`config.mk`:
```
export PLATFORM = sky130hd
export DESIGN_NAME = mult_unit
export DESIGN_NICKNAME = d
export VERILOG_FILES = /design/src/hdl/looper_pkg.sv /design/src/hdl/mult_unit.sv
export SDC_FILE = /design/constraint.sdc
export NUM_CORES = 1
export LEC_CHECK = 0
export BUFFER_PORTS_ARGS = -buffer_cell sky130_fd_sc_hd__clkbuf_2
export CAP_MARGIN = 10
export CORE_UTILIZATION = 55
export DETAILED_ROUTE_END_ITERATION = 16
export PLACE_DENSITY = 0.76
export SYNTH_ARGS = -nofsm -noshare
export SYNTH_HDL_FRONTEND = slang
export SYNTH_SLANG_ARGS = --single-unit
```
`constraint.sdc`:
```
create_clock -name clk -period 1.57 [get_ports clk]
set_input_delay 0.314 -clock clk [delete_from_list [all_inputs] [get_ports clk]]
set_output_delay 0.314 -clock clk [all_outputs]
set_load 0.01 [all_outputs]
```
`src/hdl/looper_pkg.sv`:
```
package looper_pkg;

	// datapath widths
	localparam int DATA_W    = 16;
	localparam int PREG_W    = 6;
	localparam int NUM_PREGS = 64;
	localparam int IMM_W     = 10;

	typedef logic [DATA_W-1:0] data_t;
	typedef logic [PREG_W-1:0] preg_t;
	typedef logic [IMM_W-1:0]  imm_t;

	typedef enum logic [2:0] {
		ALU_ADD,
		ALU_SUB,
		ALU_AND,
		ALU_OR,
		ALU_XOR,
		ALU_SHL,
		ALU_SHR,
		ALU_LDI
	} alu_mode_t;

	// apb side
	typedef logic [11:0] paddr_t;
	typedef logic [31:0] pdata_t;

	localparam paddr_t ADDR_ISSUE_ALU1 = 12'h100;
	localparam paddr_t ADDR_ISSUE_ALU2 = 12'h104;
	localparam paddr_t ADDR_ISSUE_MULT = 12'h108;
	localparam paddr_t ADDR_STATUS     = 12'h110;
	// register space starts at 12'h000, one word per entry
	localparam paddr_t REGFILE_TOP     = 12'h0FC;

	// issue word layout
	localparam int ISS_DST_LSB     = 0;
	localparam int ISS_SRC1_LSB    = 6;
	localparam int ISS_SRC2_LSB    = 12;
	localparam int ISS_MODE_LSB    = 18;
	localparam int ISS_USE_IMM_BIT = 21;
	localparam int ISS_IMM_LSB     = 22;

endpackage

```
`src/hdl/mult_unit.sv`:
```
`timescale 1ns/1ps

module mult_unit #(
	parameter int MULT_STAGES = 3
) (
	input  logic              clk,
	input  logic              arst_n,
	input  logic              ex_vld,
	input  looper_pkg::data_t ex_op1,
	input  looper_pkg::data_t ex_op2,
	input  looper_pkg::preg_t ex_dst,
	output logic              wb_vld,
	output looper_pkg::preg_t wb_dst,
	output looper_pkg::data_t wb_data,
	output logic              busy
);
	import looper_pkg::*;

	logic [MULT_STAGES-1:0] vld_q;
	data_t                  prod_q [MULT_STAGES];
	preg_t                  dst_q  [MULT_STAGES];
	data_t                  prod;

	// low half of the product only
	assign prod = ex_op1 * ex_op2;

	always_ff @(posedge clk or negedge arst_n) begin
		if (!arst_n) begin
			vld_q <= '0;
		end else begin
			vld_q[0] <= ex_vld;
			for (int s = 1; s < MULT_STAGES; s++)
				vld_q[s] <= vld_q[s-1];
		end
	end

	always_ff @(posedge clk) begin
		prod_q[0] <= prod;
		dst_q[0]  <= ex_dst;
		for (int s = 1; s < MULT_STAGES; s++) begin
			prod_q[s] <= prod_q[s-1];
			dst_q[s]  <= dst_q[s-1];
		end
	end

	assign wb_vld  = vld_q[MULT_STAGES-1];
	assign wb_dst  = dst_q[MULT_STAGES-1];
	assign wb_data = prod_q[MULT_STAGES-1];
	assign busy    = |vld_q;

	assert property (@(posedge clk) disable iff (!arst_n)
		ex_vld |-> ##MULT_STAGES wb_vld);

endmodule

```
==> results of run 1 <==
power groups by stage:
stage               logic [mW]  clock network [mW]  registers (mW)
floorplan                 7.00                   0            2.55
global placement          9.42                   0            2.57
detailed placement        9.83                   0            2.60
CTS                       10.6                1.64            2.57
global route              12.6                1.73            2.63
finish                    11.3                1.60            2.57
repair_timing:
action,in CTS,in global routing
gates resized for setup,95,37
hold endpoints to repair,3,0
pin swaps,41,29
endpoints found under the setup margin,13,15
buffers inserted,6,4
hold buffers,1,0
cloned,0,0
worst max-delay path, stage by stage:
cell and delay [ns]:
clkbuf_16 0.12, buf_12 0.09, buf_6 0.09, buf_6 0.10, nand2_4 0.05, fa_1 0.56, inv_2 0.05, fa_1 0.49
ha_2 0.21, fa_1 0.55, inv_2 0.04, fa_1 0.46, fa_1 0.50, inv_2 0.05, ha_4 0.17, or4_4 0.55
a31o_1 0.23, a21oi_2 0.16, xnor2_1 0.12
per-stage QoR:
stage          total power, mW  setup slack (ns)
2_1_floorplan             9.55             -3.15
4_1_cts                   14.8             -3.07
5_1_grt                   16.9             -3.22
3_5_place_dp              12.4             -3.63
6_report                  15.4             -3.07
3_3_place_gp              12.0             -3.62
sequential cells by signal (all words and copies together), names as in the netlist:
signal / flops
prod_q: 48
dst_q: 18
vld_q: 3
how the worst max path moves through the flow:
| stage | start | to | slack [ns] | cells after the start |
|---|---|---|---|---|
| finish | ex_op2[5] | prod_q[0][13] | -3.07 | 19 |
| global route | ex_op2[5] | prod_q[0][15] | -3.22 | 16 |
| CTS | ex_op2[5] | prod_q[0][15] | -3.07 | 16 |
| detailed placement | ex_op1[8] | prod_q[0][15] | -3.63 | 16 |
| global placement | ex_op1[8] | prod_q[0][15] | -3.62 | 16 |
| floorplan | ex_op2[4] | prod_q[0][14] | -3.15 | 20 |
cell type report:
class	instances	area (um2)	share of cell area, %
clock buffer	11	151	2.05
sequential	69	1400	18.9
multi-input combinational	344	3960	53.5
inverter	113	424	5.73
tap	133	166	2.25
clock inverter	5	82.6	1.12
timing repair buffer	144	1220	16.5
logic make-up (layout without fill, tap and decap cells):
kind of cell | Yosys count | in the layout
AND/OR/NAND/NOR | 151 | 151
XOR/XNOR | 39 | 39
buffers and inverters | 148 | 273
flip-flops | 69 | 69
adder cells (fa/ha/maj) | 129 | 129
AO/OA/AOI/OAI | 25 | 25
layout by cell type, fill, tap and decap left out, drive strengths merged:
cell,n
ha,49
nand3,1
a211oi,2
buf,82
clkbuf,72
o21bai,1
a21oi,10
dfxtp,66
and2,62
a31o,1
or3,1
a31oi,1
xor2,8
xnor2,30
fa,80
and3,2
xnor3,1
nor2,6
o21a,1
inv,113
dfrtp,3
or4,1
clkinvlp,3
o21ai,4
nand2,78
a21o,5
dlygate4sd3,1
bufinv,2
routing by layer:
| layer | vias up | GRT usage, % |
|---|---|---|
| li1 | 1875 | - |
| met1 | 1938 | 29.6 |
| met2 | 129 | 49.3 |
| met3 | 30 | 3.83 |
| met4 | 0 | 13.2 |
| met5 | - | 0 |
==> key figures, run 1 <==
Placed design
  – Port bufs: 64
  – GPL Wtd Cong: 0.962
  – Dpl hpwl: 9240 um
  – DP Area: 6480 um2
  – Placed cells: 792

Timing
  – Setup repair after global routing missed its margin: true
  – Hold Slack: roughly 0.077 ns
  – Slew headroom: 83.6%
  – Final setup fails: 13
  – Final Cycle Share: 295%
  – Worst Skew: roughly 0.0053 ns
  – Fmax achieved: 216 MHz
  – Crit path time final: 4.64 ns
  – Worst-margin pin slew: 0.245 ns
  – Count of final hold-check violations: 0
  – Fin. max-slew vios: 0
  – Min setup slack post-route: -3.07 ns
  – Total Neg Setup Slack: -29.14 ns

Yosys
  – Mapped cell area: 5530 um2
  – Post-synth cell types: 31
  – Synth Area in XOR/XNOR: 6.70%
  – Synth async-reset ratio: 4.35%
  – Largest cells by area after synthesis: fa_1, dfxtp_1, ha_1, inv_1, and2_1
  – Synthesized flop and latch total: 69
  – Largest family of logic cells by synthesized area: adder cells
  – Post-synth top area share: between 20% and 30%
  – Post-synthesis adder-cell area fraction: 40.1%
  – Mux cell area share after synthesis: 0%
  – Post-Syn Nets: 731
  – Post-synth top flop: dfxtp_1
  – Register area share after synthesis: 25.3%
  – Total of warnings raised by yosys: 0
  – Top cells by count, synth: inv_1, fa_1, nand2_1
  – Simple-gate share of the synthesized area: 13.4%
  – Complex-gate fraction of the synthesized area: roughly 2.9%
  – Avg Synthesized Cell Area: 9.85 um2
  – Synth Instances: roughly 560
  – Cell taking the most area after synthesis: fa_1
  – EDFF count, synth: 0
  – Count leader, synth: inv_1

Finish
  – Filler cells: ~640
  – Nets: 851
  – P&R area growth vs syn: 33.8%
  – Final instance area: 7400 um2
  – Non-filler cells, final: 819
  – Final core occ: 75.7%
  – ANT cells: 0
  – Share of post-route cells with drive strength above 1: approximately 37%

Power
  – Comb pwr share: 73.0%
  – P_sw: approximately 6.2 mW
  – Leakage dissipation: 3.58 nW
  – Sw Ratio: 39.9%
  – IR drop worst, VDD: approximately 1.8 mV
  – Sequential share of power: approximately 17%
  – Power Internal: 9.28 mW
  – Share of power burned in the clock network: a little over a tenth
  – Power Density: 2090 nW/um2

Global route
  – First-pass GRT wire length: 20700 um
  – Vias in the first global route: 4350
  – Largest net degree at the start of global routing: 17
  – Global Route Usage Sum: about a quarter
  – Grt total ovfl: 0
  – Initial antenna violation count: 0

Status
  – Failing checks: negative setup slack
  – Outcome: finished, violations left

Drt
  – Vias per cell: slightly below 5
  – Drt wl/cell: 15.0 um
  – DRC: 0
  – Iteration-0 DRC Markers: 120
  – Total wire length: approximately 12000 um
  – WL met2: between 6000 and 7000 um
  – Vias: 3972
  – DR WL met3: 561 um
  – DRT met1 WL: 4740 um
  – DR top layer: met4
  – First-pass detailed-route iteration total: 4
  – Antenna-violating nets left: 0

Hold path
  – HP Start: ex_dst[5]
  – Hold Path Sink: dst_q[0][5]
  – HP Class: input pin to flip-flop
  – Hold Path Stages: 1

Setup path
  – Crit path kind: input pin to flip-flop
  – Worst r2r src: vld_q[0]
  – Crit path launch type: input pin
  – Reg2Reg Depth: 1
  – R2R setup slack: 0.96 ns
  – RR Endpoint: vld_q[1]
  – CP max FO: 5
  – Crit end category: flip-flop
  – Required @ worst endpoint: about 1.8 ns
  – Crit path arrival time: 4.91 ns

Floorplanning
  – Initial Utilization: 56.5%
  – Die area: 10500 um2
  – Die width: 102 um
  – Die Y: 102 um
  – # rows: 36
  – Ports: 65
  – Core Area: between 9000 and 10000 um2

Clock network
  – CTS tree: built
  – H-tree Lvls: 3
  – CTS buffer count: 9
  – Clock tree buffer depth: 2
  – Clock sinks: 69
  – Root buffer cell: clkbuf_8
  – Clock transition at the registers of the reported paths: 0.07 ns
  – Worst-skew pair later-pin latency: 0.33 ns

Job
  – Max Cap Violations: 0
Power figures use the tool's default switching activity.
==> run 2: changes to the inputs <==
CELL_PAD_IN_SITES_DETAIL_PLACEMENT = 1   (was not set)
CELL_PAD_IN_SITES_GLOBAL_PLACEMENT = 1   (was not set)
CORE_UTILIZATION = 50   (was 55)
PLACE_DENSITY = not set   (was 0.76)
PLACE_DENSITY_LB_ADDON = 0.1   (was not set)
==> run 2 against run 1 <==
Against the previous run:
- the flow finishes with violations (design-rule violations, negative setup slack)
- register-to-register slack worse by 0.14 ns
- worst setup slack got worse by 0.38 ns
- combinational power increased by 26%
- clock power down 4%
- largest cell class unchanged
==> key figures, run 2 (synthesized netlist as in run 1, its figures left out) <==
Placed design
  – GPL Wtd Cong: 0.851
  – Port bufs: 64
  – DP Area: around 6600 um2
  – Dpl hpwl: 12100 um

Status
  – Outcome: finished, violations left
  – Failing checks: design-rule violations, negative setup slack

Timing
  – Worst-margin pin slew: 0.399 ns
  – Setup repair after global routing missed its margin: true
  – Count of final hold-check violations: 0
  – Final setup fails: 13
  – Min setup slack post-route: -3.45 ns
  – Slew headroom: between 70% and 80%
  – Worst Skew: between 0.015 and 0.02 ns
  – Fin. max-slew vios: 0
  – Crit path time final: roughly 5.0 ns
  – Final Cycle Share: 320%
  – Fmax achieved: 199 MHz

Setup path
  – Crit path launch type: input pin
  – Reg2Reg Depth: 2
  – Critical Path Sink: prod_q[0][14]
  – Most used cell along the critical path: fa_1
  – RR Endpoint: vld_q[2]
  – R2R setup slack: 0.82 ns
  – Critical path, cell by cell: clkbuf_16 -> buf_12 -> and2_4 -> fa_1 -> inv_2 -> fa_1 -> inv_1 -> fa_1 -> inv_2 -> fa_1 -> inv_1 -> fa_1 -> inv_2 -> fa_1 -> inv_2 -> ha_4 -> a21oi_2 -> o21ai_1 -> a31oi_2 -> a21oi_2 -> xor2_1
  – Crit path kind: input pin to flip-flop
  – Worst r2r src: vld_q[1]
  – CP max FO: 5
  – Slowest cell on the critical path: fa_1
  – Crit end category: flip-flop
  – CP max stage delay: 0.55 ns
  – Required @ worst endpoint: 1.84 ns
  – Crit. Startpoint: ex_op1[5]
  – Crit path arrival time: 5.29 ns

Drt
  – DRC: 1
  – Antenna-violating nets left: 0
  – Iteration-0 DRC Markers: 303
  – Drt wl/cell: 28.9 um
  – Vias: 4742
  – Total wire length: 24200 um
  – First-pass detailed-route iteration total: 11
  – Vias per cell: 5.66

Global route
  – Vias in the first global route: 5282
  – Largest net degree at the start of global routing: 14
  – Initial antenna violation count: 0
  – First-pass GRT wire length: 29000 um
  – Global Route Usage Sum: 35.5%
  – Grt total ovfl: 0

Clock network
  – Worst-skew pair later-pin latency: between 0.3 and 0.4 ns
  – CTS tree: built
  – H-tree Lvls: 3
  – Root buffer cell: clkbuf_8
  – Clock transition at the registers of the reported paths: 0.10 ns
  – Clock tree buffer depth: 2
  – CTS buffer count: 9
  – Clock sinks: 69

Finish
  – Filler cells: 1095
  – Nets: ~860
  – Most frequent cells in the layout: inv_1, fa_1, dfxtp_1
  – Max FFs per register: 48
  – Final instance area: 7600 um2
  – P&R area growth vs syn: 37.6%
  – Share of post-route cells with drive strength above 1: 40.0%
  – Largest regs: prod_q x48, dst_q x18, vld_q x3
  – Final core occ: 70.4%
  – ANT cells: 0
  – Reg with most FFs: prod_q
  – Commonest non-fill, non-tap cell in the layout: inv_1

Power
  – Comb pwr share: between 70% and 80%
  – Sw Ratio: 46.4%
  – Share of power burned in the clock network: 8.4%
  – Power Internal: 9.85 mW
  – IR drop worst, VDD: 3.57 mV
  – Leakage dissipation: between 3 and 4 nW
  – Power Density: between 2000 and 2500 nW/um2
  – P_sw: ~8.5 mW
  – Sequential share of power: 14.4%

Floorplanning
  – Initial Utilization: about half
  – Die width: 107 um
  – Ports: 65
  – Die area: 11500 um2
  – # rows: 38
  – Die Y: approximately 110 um
  – Core Area: 10800 um2

Hold path
  – HP Class: input pin to flip-flop

Job
  – Max Cap Violations: 0
-- run 2: changes by cell type in the layout (fill, tap and decap cells not counted), sizes merged --
| cell | before | now |
|---|---|---|
| buf | 82 | 91 |
| clkinv | 0 | 4 |
| clkinvlp | 3 | 1 |
| bufbuf | 0 | 1 |
| bufinv | 2 | 1 |
| inv | 113 | 114 |
-- run 2: how the worst min path moves through the flow --
stage,end,cells after the start,startpoint,slack [ns]
after CTS,dst_q[0][5],1,ex_dst[5],0.04
final,dst_q[0][5],1,ex_dst[5],0.05
after global routing,dst_q[0][3],1,ex_dst[3],0.04
after detailed placement,vld_q[1],1,arst_n,0.13
after global placement,vld_q[0],1,arst_n,0.11
after floorplan,vld_q[0],0,arst_n,0.02
-- run 2: stage by stage --
| stage | power, mW | hold WS (ns) | setup slack, ns | std cells | setup TNS (ns) |
|---|---|---|---|---|---|
| 3_5_place_dp | 13.0 | 0.125 | -3.50 | 807 | -35.99 |
| 6_report | 18.4 | 0.0456 | -3.45 | 838 | -31.87 |
| 2_1_floorplan | 9.55 | 0.0184 | -3.15 | 561 | -28.71 |
| 4_1_cts | 15.5 | 0.0402 | -2.99 | 833 | -28.27 |
| 3_3_place_gp | 12.2 | 0.107 | -3.36 | 807 | -34.63 |
| 5_1_grt | 19.0 | 0.0387 | -3.45 | 838 | -32.23 |
-- run 2: power by group through the flow --
stage / Clock (mW) / Combinational [mW] / Sequential [mW]
after floorplan: 0 / 7.00 / 2.55
after global placement: 0 / 9.64 / 2.57
after detailed placement: 0 / 10.4 / 2.62
after CTS: 1.48 / 11.4 / 2.59
after global routing: 1.61 / 14.7 / 2.68
final: 1.54 / 14.2 / 2.64
-- run 2: critical path, delay by kind of cell --
| family | cells | cell delay (ns) |
|---|---|---|
| adders and majority gates | 7 | 3.34 |
| buffers and inverters | 8 | 0.66 |
| AOI/OAI and AO/OA | 4 | 0.65 |
| xor gates and xnor gates | 1 | 0.16 |
| and+or+nand+nor | 1 | 0.13 |
-- run 2: layer usage --
layer	global-route usage (%)	wire length, um	vias up
met2	67.6	12600	281
met4	23.2	2490	0
met1	34.7	7750	2395
met5	0	0	-
met3	6.50	1400	170
li1	-	-	1896
-- run 2: final cells by class --
class                      instances  area (um2)  share of cell area (%)
timing repair buffer             156        1390                    18.2
inverter                         113         424                    5.58
clock inverter                     7        73.8                   0.971
tap                              140         175                    2.30
multi-input combinational        344        4020                    52.9
clock buffer                       9         124                    1.63
sequential                        69        1400                    18.4
-- run 2: timing repair --
action                                  in CTS  in global routing
endpoints found under the hold margin        3                  0
gates cloned                                 2                  0
setup buffers                                7                  5
endpoints found under the setup margin      15                 14
hold buffers                                 1                  0
gates resized for setup                    103                 47
pin swaps                                   53                 33
==> run 3: changes to the inputs <==
GPL_TIMING_DRIVEN = 0   (was not set)
PLACE_DENSITY = 0.95   (was not set)
PLACE_DENSITY_LB_ADDON = not set   (was 0.1)
==> run 3 against run 2 <==
Against the previous run:
- the run still ends with design-rule violations, negative setup slack left
- utilization shrank 2.2 points
- via count shrank 3.2%
- non-clock buffer count shrank 23
- clock power is essentially flat
- die area is the same
- critical path depth grew 2
- final cell count shrank 2.7%
- flip-flop and latch count is the same
- maximum frequency grew 2.8%
- wire length shrank 6.7%
- worst setup slack gained 0.14 ns
- clock skew shrank 0.0025 ns
==> key figures, run 3 (synthesized netlist as in run 1, its figures left out) <==
Setup path
  – Crit. Startpoint: ex_op2[1]
  – Worst Path Buf+Inv: 9
  – Crit path kind: input pin to flip-flop
  – Crit end category: flip-flop
  – R2R setup slack: a little over 0.9 ns
  – CP max FO: 5
  – CP max stage delay: 0.61 ns
  – Critical path, cell by cell: clkbuf_16 -> clkbuf_16 -> buf_8 -> buf_6 -> nand2_2 -> fa_1 -> inv_2 -> ha_4 -> ha_4 -> inv_2 -> fa_1 -> inv_2 -> ha_4 -> inv_2 -> fa_1 -> inv_2 -> ha_4 -> a211oi_2 -> o21bai_2 -> or4_4 -> a31o_1 -> a21oi_2 -> xnor2_1
  – Crit path launch type: input pin
  – Slowest cell on the critical path: fa_1
  – Reg2Reg Depth: 1
  – Most used cell along the critical path: inv_2
  – Crit path max-delay family: adder cells
  – Required @ worst endpoint: 1.84 ns
  – CP Depth: 23
  – Crit path arrival time: 5.15 ns
  – Worst r2r src: vld_q[1]

Clock network
  – Clock sinks: 69
  – CTS buffer count: 9
  – H-tree Lvls: 3
  – Root buffer cell: clkbuf_8
  – Clock transition at the registers of the reported paths: 0.09 ns
  – Clock tree buffer depth: 2
  – CTS tree: built
  – Worst-skew pair later-pin latency: 0.35 ns

Drt
  – Total wire length: 22600 um
  – Drt wl/cell: ~28 um
  – WL met2: 11600 um
  – Antenna-violating nets left: 0
  – Iteration-0 DRC Markers: between 200 and 300
  – DRC: 2
  – DRT met1 WL: about 7300 um
  – Vias: 4591
  – DR WL met3: 1510 um
  – DR top layer: met4
  – Vias per cell: 5.63
  – First-pass detailed-route iteration total: 11

Global route
  – Largest net degree at the start of global routing: 13
  – First-pass GRT wire length: 29100 um
  – Vias in the first global route: between 5000 and 6000
  – Initial antenna violation count: 0
  – Global Route Usage Sum: a little over a third
  – Grt total ovfl: 0

Floorplanning
  – Die width: 107 um
  – Die Y: 107 um
  – Initial Utilization: 51.2%
  – # rows: 38
  – Die area: 11500 um2
  – Ports: 65
  – Core Area: 10800 um2

Finish
  – Nets: 840
  – ANT cells: 0
  – Largest regs: prod_q x48, dst_q x18, vld_q x3
  – P&R area growth vs syn: 33.3%
  – Reg with most FFs: prod_q
  – Max FFs per register: 48
  – Most frequent cells in the layout: inv_1, fa_1, dfxtp_1
  – Area of the multi-input gates: ~4100 um2
  – Share of post-route cells with drive strength above 1: 40.1%
  – Final core occ: 68.3%
  – Commonest non-fill, non-tap cell in the layout: inv_1
  – Final instance area: 7370 um2
  – Register area: around 1400 um2
  – Filler cells: ~1100

Placed design
  – GPL Wtd Cong: 0.885
  – Dpl hpwl: about 12000 um
  – Port bufs: 63
  – DP Area: 6300 um2

Timing
  – Setup repair after global routing missed its margin: true
  – Slew headroom: 57.6%
  – Final setup fails: 13
  – Final Cycle Share: 311%
  – Crit path time final: 4.88 ns
  – Fin. max-slew vios: 0
  – Count of final hold-check violations: 0
  – Worst-margin pin slew: 0.636 ns
  – Worst Skew: 0.0125 ns
  – Fmax achieved: 205 MHz
  – Min setup slack post-route: -3.31 ns

Hold path
  – HP Start: ex_dst[1]
  – HP Class: input pin to flip-flop
  – Hold Path Stages: 1

Power
  – Power Density: 2440 nW/um2
  – IR drop worst, VDD: between 1.5 and 2 mV
  – Leakage dissipation: ~3.5 nW

Job
  – Max Cap Violations: 0

Status
  – Outcome: finished, violations left
  – Failing checks: design-rule violations, negative setup slack
## run 3: changes by cell type in the layout (fill, tap and decap cells not counted), sizes merged
cell / before / now
bufbuf: 1 / 0
inv: 114 / 113
clkinvlp: 1 / 2
clkbuf: 72 / 79
clkinv: 4 / 2
buf: 91 / 64
## run 3: layer usage
| layer | global-route usage (%) | up-vias |
|---|---|---|
| met3 | 6.44 | 145 |
| met5 | 0 | - |
| li1 | - | 1852 |
| met1 | 35.4 | 2310 |
| met2 | 67.7 | 284 |
| met4 | 23.4 | 0 |
## run 3: where the power goes
group	internal, mW	switching, mW	leakage [nW]
registers	2.43	0.214	0.591
clock network	0.821	0.731	0.102
logic	6.48	7.31	2.83
## run 3: area by class of cell
cell class | count | share of cell area (%)
clock buffers | 11 | 2.05
clock inverters | 5 | 0.798
flip-flops and latches | 69 | 18.9
plain buffers | 34 | 4.53
inverters | 113 | 5.76
multi-input cells | 344 | 55.3
repair buffers | 99 | 10.2
well taps | 140 | 2.38
## run 3: worst paths after layout
path	endpoint
max in group asynchronous	vld_q[2]
max	prod_q[0][13]
min	dst_q[0][1]
min in group asynchronous	vld_q[0]
min reg2reg	prod_q[0][42]
max reg2reg	vld_q[2]
## run 3: repair_timing
action,4_1_cts,5_1_grt
gates resized for setup,83,69
pin swaps,44,45
setup endpoints to repair,14,14
hold endpoints to repair,3,0
hold buffers,1,0
setup buffers,18,17
## run 3: through the flow
| step | std cells | TNS (ns) | setup slack (ns) | total power [mW] | hold slack [ns] |
|---|---|---|---|---|---|
| 2_1_floorplan | 561 | -28.71 | -3.15 | 9.55 | 0.0184 |
| 3_3_place_gp | 764 | -33.62 | -3.56 | 11.1 | 0.107 |
| 3_5_place_dp | 764 | -35.91 | -3.79 | 12.2 | 0.118 |
| 4_1_cts | 799 | -30.11 | -3.13 | 15.5 | 0.0527 |
| 5_1_grt | 815 | -32.96 | -3.33 | 18.6 | 0.0448 |
| 6_report | 815 | -32.42 | -3.31 | 18.0 | 0.0583 |
